`config.mk`:
```
export PLATFORM = sky130hd
export DESIGN_NAME = eeprom_ctrl_top
export DESIGN_NICKNAME = d
export VERILOG_FILES = /design/src/verilog/i2c_pkg.sv /design/src/verilog/eeprom_pkg.sv /design/src/verilog/i2c_byte_engine.sv /design/src/verilog/eeprom_sequencer.sv /design/src/verilog/eeprom_ctrl_top.sv
export SDC_FILE = /design/constraint.sdc
export NUM_CORES = 1
export LEC_CHECK = 0
export BUFFER_PORTS_ARGS = -buffer_cell sky130_fd_sc_hd__buf_2
export CAP_MARGIN = 40
export CORE_MARGIN = 1.5
export CORE_UTILIZATION = 55
export CTS_CLUSTER_DIAMETER = 50
export DETAILED_ROUTE_END_ITERATION = 10
export PLACE_DENSITY = 0.87
export SLEW_MARGIN = 30
export SYNTH_ARGS = -nofsm -noshare
export SYNTH_HDL_FRONTEND = slang
export SYNTH_HIERARCHICAL = 1
export SYNTH_SLANG_ARGS = --single-unit
```
`constraint.sdc`:
```
create_clock -name CLK -period 8.1 [get_ports CLK]
set_clock_uncertainty 0.1 [all_clocks]
set_input_delay 0.81 -clock CLK [delete_from_list [all_inputs] [get_ports CLK]]
set_output_delay 0.81 -clock CLK [all_outputs]
set_load 0.02 [all_outputs]
```
`src/verilog/i2c_pkg.sv`:
```
package i2c_pkg;

    // commands accepted by the byte engine
    typedef enum logic [2:0] {
        cmd_idle           = 3'd0,
        cmd_start          = 3'd1,
        cmd_restart        = 3'd2,
        cmd_write_byte     = 3'd3,
        cmd_read_byte_ack  = 3'd4,
        cmd_read_byte_nack = 3'd5,
        cmd_stop           = 3'd6
    } i2c_cmd_t;

    // quarter periods of one scl period, scl high in the upper two
    typedef enum logic [1:0] {
        phase_low_a  = 2'd0,
        phase_low_b  = 2'd1,
        phase_high_a = 2'd2,
        phase_high_b = 2'd3
    } bit_phase_t;

endpackage

```
`src/verilog/eeprom_pkg.sv`:
```
package eeprom_pkg;

    localparam int ADDR_W = 11;   // 2 kbyte array
    localparam int DATA_W = 8;

    typedef logic [ADDR_W-1:0] eeprom_addr_t;
    typedef logic [DATA_W-1:0] eeprom_data_t;

    // page bits sit above the 8-bit word address
    localparam int PAGE_W = ADDR_W - 8;

    // control byte is device type, page, r/w flag
    localparam logic [3:0] DEVICE_TYPE = 4'b1010;
    localparam logic       CTRL_WRITE  = 1'b0;
    localparam logic       CTRL_READ   = 1'b1;

    function automatic eeprom_data_t ctrl_byte(
        input logic [PAGE_W-1:0] page,
        input logic              rnw
    );
        return {DEVICE_TYPE, page, rnw};
    endfunction

endpackage

```
`src/verilog/i2c_byte_engine.sv`:
```
`timescale 1ns/100ps

module i2c_byte_engine #(
    parameter int CLKS_PER_QUARTER = 2
) (
    input  logic              CLK,
    input  logic              RESET,
    input  i2c_pkg::i2c_cmd_t cmd,
    input  logic [7:0]        tx_byte,
    input  logic              cmd_valid,
    output logic              ready,
    output logic              cmd_done,
    output logic [7:0]        rx_byte,
    output logic              ack_ok,
    output logic              scl,
    output logic              sda_oe,
    input  logic              sda_in
);
    import i2c_pkg::*;

    localparam int cnt_w = (CLKS_PER_QUARTER > 1) ? $clog2(CLKS_PER_QUARTER) : 1;
    localparam logic [cnt_w-1:0] cnt_last = cnt_w'(CLKS_PER_QUARTER - 1);

    i2c_cmd_t         cmd_q;        // cmd_idle while nothing runs
    bit_phase_t       phase;
    logic [cnt_w-1:0] qcnt;
    logic [3:0]       bit_cnt;      // 0..7 data, 8 ack
    logic [7:0]       tx_sh;
    logic [7:0]       rx_sh;
    logic             is_read;
    logic             is_byte;
    logic             in_high;
    logic             quarter_end;
    logic             bit_end;
    logic             cmd_end;
    logic             drive_bit;
    logic             scl_nxt;
    logic             sda_nxt;

    assign ready       = (cmd_q == cmd_idle);
    assign is_read     = (cmd_q == cmd_read_byte_ack) || (cmd_q == cmd_read_byte_nack);
    assign is_byte     = is_read || (cmd_q == cmd_write_byte);
    assign in_high     = (phase == phase_high_a) || (phase == phase_high_b);
    assign quarter_end = (qcnt == cnt_last);
    assign bit_end     = quarter_end && (phase == phase_high_b);
    assign cmd_end     = bit_end && (!is_byte || bit_cnt == 4'd8);
    assign rx_byte     = rx_sh;

    // level to pull for the current byte bit
    always_comb
    begin
        if (bit_cnt < 4'd8)
            drive_bit = !is_read && !tx_sh[7];
        else
            drive_bit = (cmd_q == cmd_read_byte_ack);   // master ack on reads
    end

    // sda only moves on quarters where scl stays put
    always_comb
    begin
        scl_nxt = in_high;
        sda_nxt = sda_oe;   // low_a holds sda while scl falls
        case (cmd_q)
            cmd_start:
            begin
                scl_nxt = 1'b1;
                sda_nxt = in_high;  // falls with scl high
            end
            cmd_restart:
                if (phase != phase_low_a)
                    sda_nxt = (phase == phase_high_b);
            cmd_stop:
                if (phase != phase_low_a)
                    sda_nxt = (phase != phase_high_b);  // rises with scl high
            default:
                if (phase != phase_low_a)
                    sda_nxt = drive_bit;
        endcase
    end

    always_ff @(posedge CLK)
    begin
        if (RESET)
        begin
            cmd_q    <= cmd_idle;
            phase    <= phase_low_a;
            qcnt     <= '0;
            bit_cnt  <= '0;
            cmd_done <= 1'b0;
            ack_ok   <= 1'b0;
            scl      <= 1'b1;
            sda_oe   <= 1'b0;
        end
        else
        begin
            cmd_done <= 1'b0;
            if (ready)
            begin
                if (cmd_valid)
                begin
                    cmd_q   <= cmd;
                    phase   <= phase_low_a;
                    qcnt    <= '0;
                    bit_cnt <= '0;
                end
            end
            else
            begin
                scl    <= scl_nxt;
                sda_oe <= sda_nxt;
                qcnt   <= quarter_end ? '0 : qcnt + cnt_w'(1);
                if (quarter_end)
                    phase <= bit_phase_t'(phase + 2'd1);
                if (bit_end)
                    bit_cnt <= bit_cnt + 4'd1;
                // sampled late in the high phase, slave pulls low to ack
                if (bit_end && !is_read && is_byte && bit_cnt == 4'd8)
                    ack_ok <= !sda_in;
                if (cmd_end)
                begin
                    cmd_q    <= cmd_idle;
                    cmd_done <= 1'b1;
                end
            end
        end
    end

    always_ff @(posedge CLK)
    begin
        if (ready && cmd_valid)
            tx_sh <= tx_byte;
        else if (bit_end && is_byte)
            tx_sh <= {tx_sh[6:0], 1'b0};    // msb first
        if (bit_end && is_read && bit_cnt < 4'd8)
            rx_sh <= {rx_sh[6:0], sda_in};
    end

endmodule

```
`src/verilog/eeprom_sequencer.sv`:
```
`timescale 1ns/100ps

module eeprom_sequencer (
    input  logic                     CLK,
    input  logic                     RESET,
    input  logic                     wr,
    input  logic                     rd,
    input  eeprom_pkg::eeprom_addr_t addr,
    input  eeprom_pkg::eeprom_data_t wdata,
    output eeprom_pkg::eeprom_data_t rdata,
    output logic                     busy,
    output logic                     done,
    output logic                     nack_err,
    output i2c_pkg::i2c_cmd_t        cmd,
    output eeprom_pkg::eeprom_data_t tx_byte,
    output logic                     cmd_valid,
    input  logic                     ready,
    input  logic                     cmd_done,
    input  eeprom_pkg::eeprom_data_t rx_byte,
    input  logic                     ack_ok
);
    import i2c_pkg::*;
    import eeprom_pkg::*;

    localparam logic [3:0] st_idle    = 4'd0;
    localparam logic [3:0] st_start   = 4'd1;
    localparam logic [3:0] st_ctrl_w  = 4'd2;
    localparam logic [3:0] st_addr    = 4'd3;
    localparam logic [3:0] st_data    = 4'd4;
    localparam logic [3:0] st_restart = 4'd5;
    localparam logic [3:0] st_ctrl_r  = 4'd6;
    localparam logic [3:0] st_read    = 4'd7;
    localparam logic [3:0] st_stop    = 4'd8;

    logic [3:0]        state;
    logic [3:0]        state_after;
    logic              issued;      // command of this state handed over
    logic              accept;
    logic              rnw_q;
    eeprom_addr_t      addr_q;
    eeprom_data_t      wdata_q;
    logic              nack_seen;
    logic [PAGE_W-1:0] page;

    assign page      = addr_q[ADDR_W-1 -: PAGE_W];
    assign busy      = (state != st_idle);
    assign accept    = !busy && (wr || rd);
    assign cmd_valid = busy && ready && !issued;

    // command and byte for each state
    always_comb
    begin
        cmd     = cmd_write_byte;
        tx_byte = '0;
        case (state)
            st_start:   cmd = cmd_start;
            st_ctrl_w:  tx_byte = ctrl_byte(page, CTRL_WRITE);
            st_addr:    tx_byte = addr_q[ADDR_W-PAGE_W-1:0];
            st_data:    tx_byte = wdata_q;
            st_restart: cmd = cmd_restart;
            st_ctrl_r:  tx_byte = ctrl_byte(page, CTRL_READ);
            st_read:    cmd = cmd_read_byte_nack;   // single byte read
            st_stop:    cmd = cmd_stop;
            default:    cmd = cmd_idle;
        endcase
    end

    // where a state goes once its command finishes
    always_comb
    begin
        case (state)
            st_start:   state_after = st_ctrl_w;
            st_ctrl_w:  state_after = st_addr;
            st_addr:    state_after = rnw_q ? st_restart : st_data;
            st_restart: state_after = st_ctrl_r;
            st_ctrl_r:  state_after = st_read;
            st_stop:    state_after = st_idle;
            default:    state_after = st_stop;
        endcase
        if (cmd == cmd_write_byte && !ack_ok)
            state_after = st_stop;  // no ack, close the bus
    end

    always_ff @(posedge CLK)
    begin
        if (RESET)
        begin
            state     <= st_idle;
            issued    <= 1'b0;
            done      <= 1'b0;
            nack_err  <= 1'b0;
            nack_seen <= 1'b0;
        end
        else
        begin
            done <= 1'b0;
            if (cmd_valid)
                issued <= 1'b1;
            if (accept)
            begin
                state     <= st_start;
                nack_seen <= 1'b0;
            end
            else if (cmd_done)
            begin
                issued <= 1'b0;
                state  <= state_after;
                if (cmd == cmd_write_byte && !ack_ok)
                    nack_seen <= 1'b1;
                if (state == st_stop)
                begin
                    done     <= 1'b1;
                    nack_err <= nack_seen;
                end
            end
        end
    end

    // request latch and read result
    always_ff @(posedge CLK)
    begin
        if (accept)
        begin
            rnw_q   <= !wr;     // wr wins over rd
            addr_q  <= addr;
            wdata_q <= wdata;
        end
        if (cmd_done && state == st_stop && rnw_q && !nack_seen)
            rdata <= rx_byte;
    end

endmodule

```
`src/verilog/eeprom_ctrl_top.sv`:
```
`timescale 1ns/100ps

module eeprom_ctrl_top #(
    parameter int CLKS_PER_QUARTER = 2
) (
    input  logic                     CLK,
    input  logic                     RESET,
    input  logic                     wr,
    input  logic                     rd,
    input  eeprom_pkg::eeprom_addr_t addr,
    input  eeprom_pkg::eeprom_data_t wdata,
    output eeprom_pkg::eeprom_data_t rdata,
    output logic                     busy,
    output logic                     done,
    output logic                     nack_err,
    output logic                     scl,
    output logic                     sda_oe,
    input  logic                     sda_in
);
    import i2c_pkg::*;
    import eeprom_pkg::*;

    i2c_cmd_t     cmd;
    eeprom_data_t tx_byte;
    eeprom_data_t rx_byte;
    logic         cmd_valid;
    logic         ready;
    logic         cmd_done;
    logic         ack_ok;

    eeprom_sequencer u_seq (
        .CLK       (CLK),
        .RESET     (RESET),
        .wr        (wr),
        .rd        (rd),
        .addr      (addr),
        .wdata     (wdata),
        .rdata     (rdata),
        .busy      (busy),
        .done      (done),
        .nack_err  (nack_err),
        .cmd       (cmd),
        .tx_byte   (tx_byte),
        .cmd_valid (cmd_valid),
        .ready     (ready),
        .cmd_done  (cmd_done),
        .rx_byte   (rx_byte),
        .ack_ok    (ack_ok)
    );

    // bus timing set here, one bit is four quarters
    i2c_byte_engine #(
        .CLKS_PER_QUARTER (CLKS_PER_QUARTER)
    ) u_engine (
        .CLK       (CLK),
        .RESET     (RESET),
        .cmd       (cmd),
        .tx_byte   (tx_byte),
        .cmd_valid (cmd_valid),
        .ready     (ready),
        .cmd_done  (cmd_done),
        .rx_byte   (rx_byte),
        .ack_ok    (ack_ok),
        .scl       (scl),
        .sda_oe    (sda_oe),
        .sda_in    (sda_in)
    );

endmodule

```
==> impl_metrics.toml <==
[clocking]
cts_resized = 0
cts_setup_buffers = 0
clk_latency_ps = 340
holdBufCountCts = 0
h-tree-depth = 3
cts_tree = "built"
cts_sinks = 66
cts_made_buffers = 9
clkSlewWorstSetupHoldPaths_ps = 70
clk_path_buf_depth = 2
cts_root_buf = "clkbuf_8"

[power]
max-vdd-ir-drop_v = 0.0001479
leakage_nw = 1.282
powerDensity_nw_per_um2 = 224.7

[logic_synthesis]
synth_cell_types = 65
synth_area_leaders = "edfxtp_1, dfxtp_1, mux2_4"
async_flop_share = 0
yosysMostFrequentCell = "edfxtp_1"
yosysWarnings = 6
seq_area_frac_synth = 0.6048
synth_top_area_frac = 0.4536
ys_ff_latch = 66
synth_edf_count = 44
synth_area_um2 = 2913
synthFlopType = "edfxtp_1"
synth_common_cells = "edfxtp_1, dfxtp_1, nor2_1, inv_1, nand2_1"
synth_top_area_cell = "edfxtp_1"
synthCells = 234
syn-num-nets = 263
avgSynthCellArea_um2 = 12.45

[setup_path]
worstReg2RegStart = "u_engine/cmd_q[2]$_SDFFE_PP0P_"
reg2regPathDepth = 6
arrival_ps = 2810
startpoint = "u_engine/cmd_q[2]$_SDFFE_PP0P_"
worstSetupPathType = "reg -> reg"
crit_fanout = 13
endpoint_kind = "flip-flop"
cp.required_ps = 8090
startpoint_type = "flip-flop"

[layout]
num-fill-cells = 375
final_util = 0.6546
design_area_um2 = 3343
syn2layout_area_growth_pct = 14.78
finalNetCount = 296
layout.area.seq_um2 = 1762
n_antenna_cell = 0
multi_input_area_um2 = 1008
drive_above_1_share = 0.2831

[placement]
gp_congestion = 0.8330
placed_area_um2 = 3110
portBuffers = 36
hpwl_mm = 3.310

[outcome]
status = "finished, final reports clean"

[grt]
grt_pass1_wl_mm = 7.748
gr-usage-all-layers = 0.1912
grt-ovfl-total = 0
antenna_found_initial = 0
grt_max_degree = 21
grt_pass1_vias = 1682

[routing]
drt-total-wl_mm = 4.937
initialDrtViolationCount = 187
drtAntennaViolNets = 0
dr_wl_met3_um = 206
wl_met1_mm = 2.303
wl_met2_mm = 2.350
drc_errors = 0
route.vias.total = 1907
topRoutingLayerUsed = "met4"
wl_per_cell_um = 14.44
vias_per_cell = 5.576
dr.pass1.iters = 4

[sta]
setup_viol = 0
fmax_mhz = 354.2
period_share = 0.3485
slew_headroom = 0.4686
period_needed_ps = 2823
rsz0062_at_grt = "no"
finalSetupTns_ps = 0
finalHoldViolCount = 0
tightestPinTransition_ps = 785.9
maxSlewViolCount = 0

[die]
start_util = 0.5703
die_h_um = 75.78
row_count = 26
ios = 37
core_area_um2 = 5107
dieArea_um2 = 5742
chipWidth_um = 75.78

[min_path]
min_delay_path_depth = 0
min_path_type = "reg -> reg"
min-delay-start = "u_engine/rx_byte[7]$_DFFE_PP_"

[job]
maxCapViolCount = 0
==> metal layers <==
metal,track usage,up-vias
li1,-,943
met1,0.2537,905
met2,0.2879,52
met3,0.04762,7
met4,0.1071,0
met5,0,-
==> final cells by class <==
| cell class | instances | area share |
|---|---|---|
| inverter | 16 | 0.01796 |
| clock inverter | 6 | 0.03144 |
| clock buffer | 10 | 0.03817 |
| sequential | 66 | 0.5269 |
| tap | 70 | 0.02620 |
| timing repair buffer | 38 | 0.05763 |
| multi-input combinational | 136 | 0.3016 |
==> cells in the final DEF, fill, tap and decap left out, drive strengths merged, types with 3 or more instances in the layout <==
cell	netlist	layout
a21oi	10	10
a222oi	3	3
a22o	3	3
a31o	3	3
buf	9	38
bufinv	0	3
clkbuf	6	10
clkinv	0	3
dfxtp	22	22
edfxtp	44	44
ha	5	5
inv	16	16
mux2	8	8
mux2i	3	3
nand2	11	11
nand2b	7	7
nor2	20	20
nor3	4	4
nor3b	7	7
o21ai	7	7
==> final timing paths <==
| path | end | slack [ps] |
|---|---|---|
| setup / recovery | u_engine/tx_sh[3]$_DFFE_PP_ | 5280 |
| hold / removal | u_seq/rdata[7]$_DFFE_PP_ | 320 |
| setup reg to reg | u_engine/tx_sh[3]$_DFFE_PP_ | 5280 |
| hold reg to reg | u_seq/rdata[7]$_DFFE_PP_ | 320 |
==> flip-flops by register name (all words and copies together), names as in the netlist <==
register	cells
u_engine/phase	2
u_engine/scl	1
u_engine/bit_cnt	4
u_engine/cmd_done	1
u_engine/ack_ok	1
u_seq/rnw_q	1
u_seq/nack_seen	1
u_seq/rdata	8
u_seq/done	1
u_engine/qcnt	1
u_seq/issued	1
u_seq/state	4
u_engine/tx_sh	8
u_seq/wdata_q	8
u_engine/cmd_q	3
u_seq/nack_err	1
u_engine/sda_oe	1
u_seq/addr_q	11
u_engine/rx_byte	8
==> cells by family (layout without fill, tap and decap cells) <==
family                     after synthesis  count (layout)  share of synthesized area
buffers and inverters                   32              70                    0.05283
AOI/OAI and AO/OA                       50              50                     0.1315
DFF                                     66              66                     0.6048
xor gates and xnor gates                 1               1                   0.003007
and+or+nand+nor                         69              69                     0.1374
adders and majority gates                5               5                    0.02148
muxes                                   11              11                    0.04897
==> report_power, final <==
part           switching (W)  total [W]  internal [W]
clock               0.000120   0.000322      0.000203
sequential        0.00000810   0.000384      0.000376
combinational      0.0000241  0.0000446     0.0000205
total               0.000152   0.000751      0.000600
==> worst max-delay path, cell delays in order, from the launching register on <==
cell     delay [ps]
dfxtp_1         420
or3_1           530
inv_2           160
nand2_1          60
nor2_1          310
or4b_4          650
mux2_4          340
==> stage by stage <==
| step | instances | total power, W | worst slack, ps | hold slack, ps |
|---|---|---|---|---|
| 2_1_floorplan | 234 | 0.0004238 | 5550 | 300.3 |
| 3_3_place_gp | 325 | 0.0004335 | 5464 | 302.1 |
| 3_5_place_dp | 326 | 0.0004357 | 5340 | 306.1 |
| 4_1_cts | 342 | 0.0007571 | 5325 | 321.3 |
| 5_1_grt | 342 | 0.0007785 | 5182 | 333.4 |
| 6_report | 342 | 0.0007514 | 5277 | 321.0 |
Power figures use the tool's default switching activity.
